### src/verilog/mipsPkg.sv
package mipsPkg;

    //////////////////////////////////////////////////
    // instruction word, three views of the same bits
    //////////////////////////////////////////////////
    typedef union packed {
        struct packed {
            logic [5:0] opcode;
            logic [4:0] rs;
            logic [4:0] rt;
            logic [4:0] rd;
            logic [4:0] shamt;
            logic [5:0] funct;
        } rFmt;
        struct packed {
            logic [5:0]  opcode;
            logic [4:0]  rs;
            logic [4:0]  rt;
            logic [15:0] imm;
        } iFmt;
        struct packed {
            logic [5:0]  opcode;
            logic [25:0] index;
        } jFmt;
    } instrWord;

    // opcodes
    localparam logic [5:0] opR      = 6'b000000;
    localparam logic [5:0] opRegImm = 6'b000001;   // bltz / bgez, rt selects
    localparam logic [5:0] opJ      = 6'b000010;
    localparam logic [5:0] opJal    = 6'b000011;
    localparam logic [5:0] opBeq    = 6'b000100;
    localparam logic [5:0] opBne    = 6'b000101;
    localparam logic [5:0] opBlez   = 6'b000110;
    localparam logic [5:0] opBgtz   = 6'b000111;
    localparam logic [5:0] opAddi   = 6'b001000;
    localparam logic [5:0] opSlti   = 6'b001010;
    localparam logic [5:0] opAndi   = 6'b001100;
    localparam logic [5:0] opOri    = 6'b001101;
    localparam logic [5:0] opXori   = 6'b001110;
    localparam logic [5:0] opLb     = 6'b100000;
    localparam logic [5:0] opLh     = 6'b100001;
    localparam logic [5:0] opLw     = 6'b100011;
    localparam logic [5:0] opSb     = 6'b101000;
    localparam logic [5:0] opSh     = 6'b101001;
    localparam logic [5:0] opSw     = 6'b101011;

    // rt field under opRegImm
    localparam logic [4:0] rtBltz = 5'b00000;
    localparam logic [4:0] rtBgez = 5'b00001;

    // funct codes for opR
    localparam logic [5:0] fnSll  = 6'b000000;
    localparam logic [5:0] fnSrl  = 6'b000010;
    localparam logic [5:0] fnJr   = 6'b001000;
    localparam logic [5:0] fnMult = 6'b011000;
    localparam logic [5:0] fnAdd  = 6'b100000;
    localparam logic [5:0] fnSub  = 6'b100010;
    localparam logic [5:0] fnAnd  = 6'b100100;
    localparam logic [5:0] fnOr   = 6'b100101;
    localparam logic [5:0] fnXor  = 6'b100110;
    localparam logic [5:0] fnNor  = 6'b100111;
    localparam logic [5:0] fnSlt  = 6'b101010;

    //////////////////////////////////////////////////
    // ALU codes
    //////////////////////////////////////////////////
    localparam logic [4:0] aluAdd = 5'b00001;
    localparam logic [4:0] aluSub = 5'b00010;
    localparam logic [4:0] aluMul = 5'b00011;
    localparam logic [4:0] aluSll = 5'b00100;
    localparam logic [4:0] aluSrl = 5'b00101;
    localparam logic [4:0] aluAnd = 5'b00110;
    localparam logic [4:0] aluOr  = 5'b00111;
    localparam logic [4:0] aluXor = 5'b01000;
    localparam logic [4:0] aluNor = 5'b01101;
    localparam logic [4:0] aluSlt = 5'b01110;
    localparam logic [4:0] aluEq  = 5'b01100;      // branch conditions from here
    localparam logic [4:0] aluNe  = 5'b01111;
    localparam logic [4:0] aluGtz = 5'b10000;
    localparam logic [4:0] aluLez = 5'b10001;
    localparam logic [4:0] aluGez = 5'b10010;
    localparam logic [4:0] aluLtz = 5'b10011;

    // access sizes, same for load and store
    localparam logic [1:0] accNone = 2'b00;
    localparam logic [1:0] accWord = 2'b01;
    localparam logic [1:0] accHalf = 2'b10;
    localparam logic [1:0] accByte = 2'b11;

    localparam logic [4:0] regRa = 5'd31;          // jal link register

endpackage

### src/verilog/controller.sv
`timescale 1ns/100ps

module controller (
    input  logic              arstN,
    input  mipsPkg::instrWord instr,
    output logic              regWrite,
    output logic              aluSrc,
    output logic              regDst,
    output logic              memToReg,
    output logic              branch,
    output logic              jump,
    output logic              jr,
    output logic              jal,
    output logic              shiftSel,
    output logic [4:0]        aluCode,
    output logic [1:0]        loadSize,
    output logic [1:0]        storeSize
);

    always_comb begin
        // everything inactive unless a case below turns it on
        regWrite  = 1'b0;
        aluSrc    = 1'b0;
        regDst    = 1'b0;
        memToReg  = 1'b0;
        branch    = 1'b0;
        jump      = 1'b0;
        jr        = 1'b0;
        jal       = 1'b0;
        shiftSel  = 1'b0;
        aluCode   = mipsPkg::aluAdd;
        loadSize  = mipsPkg::accNone;
        storeSize = mipsPkg::accNone;

        case (instr.rFmt.opcode)
            //////////////////////////////////////////////////
            // R-type
            //////////////////////////////////////////////////
            mipsPkg::opR: begin
                regWrite = 1'b1;
                regDst   = 1'b1;
                memToReg = 1'b1;                        // alu result
                case (instr.rFmt.funct)
                    mipsPkg::fnSll: begin
                        aluCode  = mipsPkg::aluSll;
                        shiftSel = 1'b1;                // amount from shamt
                    end
                    mipsPkg::fnSrl: begin
                        aluCode  = mipsPkg::aluSrl;
                        shiftSel = 1'b1;
                    end
                    mipsPkg::fnAdd:  aluCode = mipsPkg::aluAdd;
                    mipsPkg::fnSub:  aluCode = mipsPkg::aluSub;
                    mipsPkg::fnMult: aluCode = mipsPkg::aluMul;   // low word only
                    mipsPkg::fnAnd:  aluCode = mipsPkg::aluAnd;
                    mipsPkg::fnOr:   aluCode = mipsPkg::aluOr;
                    mipsPkg::fnXor:  aluCode = mipsPkg::aluXor;
                    mipsPkg::fnNor:  aluCode = mipsPkg::aluNor;
                    mipsPkg::fnSlt:  aluCode = mipsPkg::aluSlt;
                    mipsPkg::fnJr: begin
                        regWrite = 1'b0;
                        jr       = 1'b1;
                    end
                    default: regWrite = 1'b0;           // unknown funct, no-op
                endcase
            end

            //////////////////////////////////////////////////
            // loads and stores, address is rs + imm
            //////////////////////////////////////////////////
            mipsPkg::opLw, mipsPkg::opLh, mipsPkg::opLb: begin
                regWrite = 1'b1;
                aluSrc   = 1'b1;
                case (instr.iFmt.opcode)
                    mipsPkg::opLw: loadSize = mipsPkg::accWord;
                    mipsPkg::opLh: loadSize = mipsPkg::accHalf;
                    default:       loadSize = mipsPkg::accByte;
                endcase
            end
            mipsPkg::opSw, mipsPkg::opSh, mipsPkg::opSb: begin
                aluSrc = 1'b1;
                case (instr.iFmt.opcode)
                    mipsPkg::opSw: storeSize = mipsPkg::accWord;
                    mipsPkg::opSh: storeSize = mipsPkg::accHalf;
                    default:       storeSize = mipsPkg::accByte;
                endcase
            end

            // immediates; logic codes make mipsCore zero-extend the imm
            mipsPkg::opAddi, mipsPkg::opSlti, mipsPkg::opAndi,
            mipsPkg::opOri, mipsPkg::opXori: begin
                regWrite = 1'b1;
                aluSrc   = 1'b1;
                memToReg = 1'b1;
                case (instr.iFmt.opcode)
                    mipsPkg::opSlti: aluCode = mipsPkg::aluSlt;
                    mipsPkg::opAndi: aluCode = mipsPkg::aluAnd;
                    mipsPkg::opOri:  aluCode = mipsPkg::aluOr;
                    mipsPkg::opXori: aluCode = mipsPkg::aluXor;
                    default:         aluCode = mipsPkg::aluAdd;
                endcase
            end

            //////////////////////////////////////////////////
            // branches and jumps
            //////////////////////////////////////////////////
            mipsPkg::opBeq: begin
                branch  = 1'b1;
                aluCode = mipsPkg::aluEq;
            end
            mipsPkg::opBne: begin
                branch  = 1'b1;
                aluCode = mipsPkg::aluNe;
            end
            mipsPkg::opBgtz: begin
                branch  = 1'b1;
                aluCode = mipsPkg::aluGtz;
            end
            mipsPkg::opBlez: begin
                branch  = 1'b1;
                aluCode = mipsPkg::aluLez;
            end
            mipsPkg::opRegImm: begin
                // rt extends the opcode here
                if (instr.iFmt.rt == mipsPkg::rtBgez) begin
                    branch  = 1'b1;
                    aluCode = mipsPkg::aluGez;
                end else if (instr.iFmt.rt == mipsPkg::rtBltz) begin
                    branch  = 1'b1;
                    aluCode = mipsPkg::aluLtz;
                end
            end
            mipsPkg::opJ: jump = 1'b1;
            mipsPkg::opJal: begin
                jump     = 1'b1;
                jal      = 1'b1;
                regWrite = 1'b1;                        // link into ra
            end
            default: ;                                  // no-op
        endcase

        if (!arstN) begin                               // quiet while in reset
            regWrite  = 1'b0;
            branch    = 1'b0;
            jump      = 1'b0;
            jr        = 1'b0;
            jal       = 1'b0;
            storeSize = mipsPkg::accNone;
        end
    end

endmodule

### src/verilog/aluUnit.sv
`timescale 1ns/100ps

module aluUnit (
    input  logic [4:0]  aluCode,
    input  logic [31:0] opA,
    input  logic [31:0] opB,
    input  logic [4:0]  shamt,
    input  logic        shiftSel,
    output logic [31:0] result,
    output logic        branchTaken
);

    logic [4:0] shiftAmt;
    logic       isNeg;
    logic       isZero;

    assign shiftAmt = shiftSel ? shamt : opA[4:0];  // shamt field or rs
    assign isNeg    = opA[31];
    assign isZero   = (opA == 32'd0);

    //////////////////////////////////////////////////
    // data operations
    //////////////////////////////////////////////////
    always_comb begin
        case (aluCode)
            mipsPkg::aluAdd: result = opA + opB;
            mipsPkg::aluSub: result = opA - opB;
            mipsPkg::aluMul: result = opA * opB;        // low 32 bits
            mipsPkg::aluSll: result = opB << shiftAmt;
            mipsPkg::aluSrl: result = opB >> shiftAmt;
            mipsPkg::aluAnd: result = opA & opB;
            mipsPkg::aluOr:  result = opA | opB;
            mipsPkg::aluXor: result = opA ^ opB;
            mipsPkg::aluNor: result = ~(opA | opB);
            mipsPkg::aluSlt: result = {31'd0, $signed(opA) < $signed(opB)};
            default:         result = 32'd0;
        endcase
    end

    //////////////////////////////////////////////////
    // branch conditions
    //////////////////////////////////////////////////
    always_comb begin
        case (aluCode)
            mipsPkg::aluEq:  branchTaken = (opA == opB);
            mipsPkg::aluNe:  branchTaken = (opA != opB);
            mipsPkg::aluGez: branchTaken = !isNeg;
            mipsPkg::aluLtz: branchTaken = isNeg;
            mipsPkg::aluGtz: branchTaken = !isNeg && !isZero;
            mipsPkg::aluLez: branchTaken = isNeg || isZero;
            default:         branchTaken = 1'b0;    // data ops never branch
        endcase
    end

endmodule

### src/verilog/registerFile.sv
`timescale 1ns/100ps

module registerFile (
    input  logic        clk,
    input  logic        arstN,
    input  logic [4:0]  rsAddr,
    input  logic [4:0]  rtAddr,
    input  logic [4:0]  wrAddr,
    input  logic        wrEn,
    input  logic [31:0] wrData,
    output logic [31:0] rsData,
    output logic [31:0] rtData
);

    logic [31:0] regs [32];

    always_ff @(posedge clk or negedge arstN) begin
        if (!arstN) begin
            for (int i = 0; i < 32; i++) begin
                regs[i] <= 32'd0;
            end
        end else if (wrEn && wrAddr != 5'd0) begin  // r0 never written
            regs[wrAddr] <= wrData;
        end
    end

    // asynchronous reads, r0 forced to zero
    assign rsData = (rsAddr == 5'd0) ? 32'd0 : regs[rsAddr];
    assign rtData = (rtAddr == 5'd0) ? 32'd0 : regs[rtAddr];

endmodule

### src/verilog/loadStoreUnit.sv
`timescale 1ns/100ps

module loadStoreUnit (
    input  logic [31:0] addr,
    input  logic [31:0] storeData,
    input  logic [1:0]  loadSize,
    input  logic [1:0]  storeSize,
    input  logic [31:0] rdWord,
    output logic [31:0] memAddr,
    output logic [3:0]  byteEn,
    output logic [31:0] wrData,
    output logic [31:0] loadData
);

    logic [7:0]  laneByte;
    logic [15:0] laneHalf;

    assign memAddr = {addr[31:2], 2'b00};

    //////////////////////////////////////////////////
    // store side, little-endian lanes
    //////////////////////////////////////////////////
    always_comb begin
        case (storeSize)
            mipsPkg::accWord: begin
                byteEn = 4'b1111;
                wrData = storeData;
            end
            mipsPkg::accHalf: begin
                byteEn = addr[1] ? 4'b1100 : 4'b0011;
                wrData = {2{storeData[15:0]}};      // same half in both lanes
            end
            mipsPkg::accByte: begin
                byteEn = 4'b0001 << addr[1:0];
                wrData = {4{storeData[7:0]}};
            end
            default: begin
                byteEn = 4'b0000;
                wrData = storeData;
            end
        endcase
    end

    //////////////////////////////////////////////////
    // load side
    //////////////////////////////////////////////////
    assign laneByte = rdWord[8*addr[1:0] +: 8];
    assign laneHalf = addr[1] ? rdWord[31:16] : rdWord[15:0];

    always_comb begin
        case (loadSize)
            mipsPkg::accHalf: loadData = {{16{laneHalf[15]}}, laneHalf};
            mipsPkg::accByte: loadData = {{24{laneByte[7]}}, laneByte};
            default:          loadData = rdWord;    // word or no load
        endcase
    end

endmodule

### src/verilog/pcUnit.sv
`timescale 1ns/100ps

module pcUnit (
    input  logic        clk,
    input  logic        arstN,
    input  logic        branch,
    input  logic        jump,
    input  logic        jr,
    input  logic        branchTaken,
    input  logic [15:0] imm,
    input  logic [25:0] index,
    input  logic [31:0] jrTarget,
    output logic [31:0] pc,
    output logic [31:0] pcPlus4
);

    logic [31:0] branchOffset;
    logic [31:0] pcNext;

    assign pcPlus4      = pc + 32'd4;
    assign branchOffset = {{14{imm[15]}}, imm, 2'b00};  // word offset to bytes

    // jr first, then j/jal, then a taken branch
    always_comb begin
        if (jr) begin
            pcNext = jrTarget;
        end else if (jump) begin
            pcNext = {pcPlus4[31:28], index, 2'b00};
        end else if (branch && branchTaken) begin
            pcNext = pcPlus4 + branchOffset;
        end else begin
            pcNext = pcPlus4;
        end
    end

    always_ff @(posedge clk or negedge arstN) begin
        if (!arstN) begin
            pc <= 32'd0;
        end else begin
            pc <= pcNext;                           // one instruction per edge
        end
    end

endmodule

### src/verilog/mipsCore.sv
`timescale 1ns/100ps

module mipsCore (
    input  logic        clk,
    input  logic        arstN,
    output logic [31:0] instrAddr,
    input  logic [31:0] instr,
    output logic [31:0] memAddr,
    output logic [3:0]  memByteEn,
    output logic [31:0] memWrData,
    input  logic [31:0] memRdData
);

    mipsPkg::instrWord instrU;

    logic        regWrite, aluSrc, regDst, memToReg;
    logic        branch, jump, jr, jal, shiftSel;
    logic [4:0]  aluCode;
    logic [1:0]  loadSize, storeSize;
    logic [31:0] rsData, rtData;
    logic [31:0] aluResult, loadData, pcPlus4;
    logic        branchTaken;
    logic        zeroExt;
    logic [31:0] immExt;
    logic [31:0] opB;
    logic [4:0]  wrAddr;
    logic [31:0] wrData;

    assign instrU = instr;

    controller controller_inst (
        .arstN(arstN), .instr(instrU),
        .regWrite(regWrite), .aluSrc(aluSrc), .regDst(regDst), .memToReg(memToReg),
        .branch(branch), .jump(jump), .jr(jr), .jal(jal), .shiftSel(shiftSel),
        .aluCode(aluCode), .loadSize(loadSize), .storeSize(storeSize)
    );

    //////////////////////////////////////////////////
    // datapath selection
    //////////////////////////////////////////////////
    // andi/ori/xori take the immediate zero-extended
    assign zeroExt = aluSrc && (aluCode == mipsPkg::aluAnd || aluCode == mipsPkg::aluOr ||
                                aluCode == mipsPkg::aluXor);
    assign immExt  = zeroExt ? {16'd0, instrU.iFmt.imm}
                             : {{16{instrU.iFmt.imm[15]}}, instrU.iFmt.imm};
    assign opB     = aluSrc ? immExt : rtData;

    assign wrAddr = regDst ? instrU.rFmt.rd : (jal ? mipsPkg::regRa : instrU.iFmt.rt);
    assign wrData = jal ? pcPlus4 :
                    (!memToReg && loadSize != mipsPkg::accNone) ? loadData : aluResult;

    registerFile registerFile_inst (
        .clk(clk), .arstN(arstN),
        .rsAddr(instrU.rFmt.rs), .rtAddr(instrU.rFmt.rt), .wrAddr(wrAddr),
        .wrEn(regWrite), .wrData(wrData), .rsData(rsData), .rtData(rtData)
    );

    aluUnit aluUnit_inst (
        .aluCode(aluCode), .opA(rsData), .opB(opB), .shamt(instrU.rFmt.shamt),
        .shiftSel(shiftSel), .result(aluResult), .branchTaken(branchTaken)
    );

    loadStoreUnit loadStoreUnit_inst (
        .addr(aluResult), .storeData(rtData), .loadSize(loadSize), .storeSize(storeSize),
        .rdWord(memRdData), .memAddr(memAddr), .byteEn(memByteEn), .wrData(memWrData),
        .loadData(loadData)
    );

    pcUnit pcUnit_inst (
        .clk(clk), .arstN(arstN),
        .branch(branch), .jump(jump), .jr(jr), .branchTaken(branchTaken),
        .imm(instrU.iFmt.imm), .index(instrU.jFmt.index), .jrTarget(rsData),
        .pc(instrAddr), .pcPlus4(pcPlus4)
    );

endmodule

### config.mk
export PLATFORM = sky130hd
export DESIGN_NAME = mipsCore
export DESIGN_NICKNAME = d
export VERILOG_FILES = /design/src/verilog/mipsPkg.sv /design/src/verilog/controller.sv /design/src/verilog/aluUnit.sv /design/src/verilog/registerFile.sv /design/src/verilog/loadStoreUnit.sv /design/src/verilog/pcUnit.sv /design/src/verilog/mipsCore.sv
export SDC_FILE = /design/constraint.sdc
export NUM_CORES = 2
export LEC_CHECK = 0
export ABC_AREA = 1
export BUFFER_PORTS_ARGS = -buffer_cell sky130_fd_sc_hd__clkbuf_2
export CORE_MARGIN = 1.5
export CORE_UTILIZATION = 53
export CTS_CLUSTER_DIAMETER = 200
export DETAILED_ROUTE_END_ITERATION = 10
export PLACE_DENSITY = 0.69
export SYNTH_ARGS = -nofsm -noshare
export SYNTH_HDL_FRONTEND = slang
export SYNTH_SLANG_ARGS = --single-unit
### constraint.sdc
create_clock -name clk -period 21.2 [get_ports clk]
set_clock_uncertainty 0.1 [all_clocks]
set_input_delay 0 -clock clk [delete_from_list [all_inputs] [get_ports clk]]
set_output_delay 0 -clock clk [all_outputs]
set_load 0.01 [all_outputs]
==> results by group <==
Finish
  • Synth-to-Final Area Change: 6.18%
  • Utilization after layout: 0.567
  • Layout cells sized above 1: 0.0668
  • Nets: 13700
  • Commonest non-fill, non-tap cells in the layout: 5298 x nand2_1, 1114 x nand3_1, 1058 x inv_1, 1056 x dfrtp_1, 846 x nor2_1
  • Most common cell after layout, fill and taps aside: nand2_1
  • Design area: between 90000 and 100000 um^2

Clocking
  • Clk slew on worst S/H paths: around 0.070 ns
  • Buffer levels on the longest clock path: 3
  • Htree depth: 3
  • Root Buffer: clkbuf_16
  • CTS tree: yes
  • Sink Count: ~1100
  • Num CTS Buffers: approximately 110
  • Post-CTS Setup Bufs: 0
  • Clk_lat worst skew: ~0.81 ns

Synthesis
  • Top FF cell, synth: dfrtp_1
  • Synth top area cells: dfrtp_1 30%, nand2_1 22%, fa_1 9.2%, nand3_1 6.3%, inv_1 4.5%
  • Sequential-to-total area share from yosys stat: 0.296
  • Synth Instances: roughly 13000
  • Area of the mapped netlist: slightly below 90000 um^2
  • Adder-cell share of the synthesized area: 0.127
  • Area leader, netlist: dfrtp_1
  • Yosys top cell area share: 0.296
  • Ys async rst share: 1.00
  • Synthesis Warnings: 0
  • Mux share of post-synthesis cell area: 0.000448
  • Synth Area in XOR/XNOR: 0.00823
  • Compound-Gate Fraction of Synth Area: 0.121
  • Post-synth EDFFs: 0
  • Avg Cell Area, Syn: around 6.7 um^2
  • Netlist cell types: between 70 and 80
  • Largest family of logic cells by synthesized area: simple AND/OR/NAND/NOR gates
  • Post-Synth Simple-Gate Area: 0.344
  • #FFs+latches synth: 1056

Critical path
  • WP data required: around 21 ns
  • CP Buf/Inv Count: 13
  • Most common cell on crit path: fa_1
  • Critical Path AT: roughly 13 ns
  • CP max stage delay: about 0.8 ns
  • Kind of end point of the critical path: output port
  • CP max-delay cell: clkinv_1
  • CP delay by family, top: buffers and inverters
  • R2R depth: 37
  • WP depth: 42
  • Critical path class: in -> out
  • Worst Setup Start Kind: input pin
  • Worst-path fanout max: 106

STA
  • Final Max Slew Viols: 0
  • Final-report hold violation count: 0
  • # setup viols final: 0
  • RSZ-0062 raised after global routing: no
  • Tmin final: 12.97 ns
  • Final worst-path cycle share: 0.612
  • Fmax: between 0.07 and 0.08 GHz
  • Worst slew margin: 0.00195
  • Worst-Margin Slew: between 1 and 1.5 ns
  • TNS Setup: 0 ns
  • Hold slack final: 0.0450 ns

Routing
  • Wirelength, routed: around 450000 um
  • Routed vias/inst: between 6 and 7
  • DRT iter0 DRCs: about 17000
  • Final ANT Viol Nets: 0
  • DRT Pass-1 Iters: 9
  • WL/cell: just under 30 um
  • Remaining DRCs: 0
  • Total number of vias: around 98000

Floorplan
  • Die X: between 400 and 500 um
  • I/O Pins: about 170
  • Core ar.: 167000 um^2
  • Effective utilization at floorplan: 0.534
  • Row cnt: 150
  • Die area: 171000 um^2
  • Die height: 414 um

Power and ir drop
  • P_leak: a little under 50 nW
  • PD cells: about 150 nW/um^2
  • Worst VDD drop: 453 uV

Global routing
  • Vias in the first global route: a little over 90000
  • Pin count of the biggest net entering global routing: between 150 and 200
  • Initial antenna violation count: 18
  • First-pass GRT wire length: 641000 um
  • Aggregate global routing overflow: 0
  • Gr usage total: 0.514

Place
  • DP HPWL: 295000 um
  • Global placement routability congestion: ~1.1
  • Buffers added on ports: 163
  • Post-DP Area: around 91000 um^2

Outcome
  • Failing checks: max-capacitance violations
  • Status: complete, but fails checks

Flow run
  • Maxcap violations: 1

Min path
  • WHS Path Cells: 8
  • Hold Path Class: in -> reg
-- state kept, by name, indices dropped and copies added, names as in the netlist --
signal                  flops
pcUnit_inst.pc             32
registerFile_inst.regs   1024
-- cell usage after synthesis, types with 15 or more instances --
master,number
a21oi_1,481
a22oi_1,58
a31oi_1,31
buf_1,74
buf_2,352
buf_4,102
buf_6,75
clkbuf_1,342
clkinv_1,22
dfrtp_1,1056
fa_1,411
ha_1,249
inv_1,1064
inv_2,55
nand2_1,5301
nand2_2,43
nand3_1,1116
nand3_2,15
nand4_1,75
nor2_1,866
nor2_2,18
nor3_1,52
nor4_1,33
o2111ai_1,17
o211ai_1,175
o21ai_0,753
o21ai_1,154
o221ai_1,80
o22ai_1,40
or2_2,23
xnor2_1,21
xor2_1,63
-- through the flow --
step / total power [W] / cells / worst slack, ns
floorplan: 0.00852 / 13400 / 12.34
global placement: 0.0113 / 15100 / 8.26
detailed placement: 0.0114 / 15100 / 8.22
CTS: 0.0135 / 15300 / 8.81
global route: 0.0147 / 15300 / 7.90
finish: 0.0138 / 15300 / 8.23
-- kinds of logic (layout without fill, tap and decap cells) --
| group | count (synthesis) | in the layout |
|---|---|---|
| and+or+nand+nor | 7583 | 7583 |
| DFF | 1056 | 1056 |
| adders and majority gates | 660 | 660 |
| other | 1 | 10 |
| AOI/OAI and AO/OA | 1882 | 1882 |
| xor gates and xnor gates | 84 | 84 |
| buffers and inverters | 2090 | 1822 |
| muxes | 4 | 4 |
-- layer usage --
| metal | share of wire | vias up | track usage |
|---|---|---|---|
| li1 | - | 41700 | - |
| met1 | 0.35 | 46300 | 0.624 |
| met2 | 0.41 | 8153 | 0.739 |
| met3 | 0.14 | 2230 | 0.169 |
| met4 | 0.10 | 16 | 0.423 |
| met5 | 0.00026 | - | 0 |
-- area by class of cell --
type	instances	area, um^2
Antenna cell	8	20.0
Clock buffer	167	3380
Clock inverter	35	419
Fill cell	16200	72400
Inverter	1145	4350
Multi-Input combinational cell	10200	54000
Sequential cell	1056	26400
Tap cell	2204	2760
Timing Repair Buffer	475	3480
-- timing repair --
item,in CTS,in global routing
setup endpoints to repair,0,0
hold endpoints to repair,319,0
hold buffers,45,0
gates resized for setup,0,0
-- worst min-delay path: stages --
cell and delay, ns:
clkbuf_2 0.08, inv_1 0.13, a21oi_1 0.09, nand2_1 0.09, nand2_1 0.05, buf_4 0.25
nand3_1 0.13, nand2_1 0.06
-- worst paths after layout --
| kind | slack (ns) | end | startpoint |
|---|---|---|---|
| hold reg to reg | 0.28 | registerFile_inst.regs[1015]$_DFFE_PN0P_ | registerFile_inst.regs[1015]$_DFFE_PN0P_ |
| setup reg to reg | 9.54 | registerFile_inst.regs[189]$_DFFE_PN0P_ | registerFile_inst.regs[45]$_DFFE_PN0P_ |
| max in group asynchronous | 17.07 | registerFile_inst.regs[646]$_DFFE_PN0P_ | arstN |
| min in group asynchronous | 0.28 | registerFile_inst.regs[21]$_DFFE_PN0P_ | arstN |
| setup / recovery | 8.23 | memAddr[30] | instr[22] |
| hold / removal | 0.05 | registerFile_inst.regs[653]$_DFFE_PN0P_ | memRdData[13] |
-- report_power, final --
part / total [W] / internal (W) / switching, W
clock: 0.00209 / 0.00117 / 0.000920
sequential: 0.00246 / 0.00226 / 0.000204
combinational: 0.00929 / 0.00302 / 0.00627
total: 0.0138 / 0.00645 / 0.00739
Power figures use the tool's default switching activity.
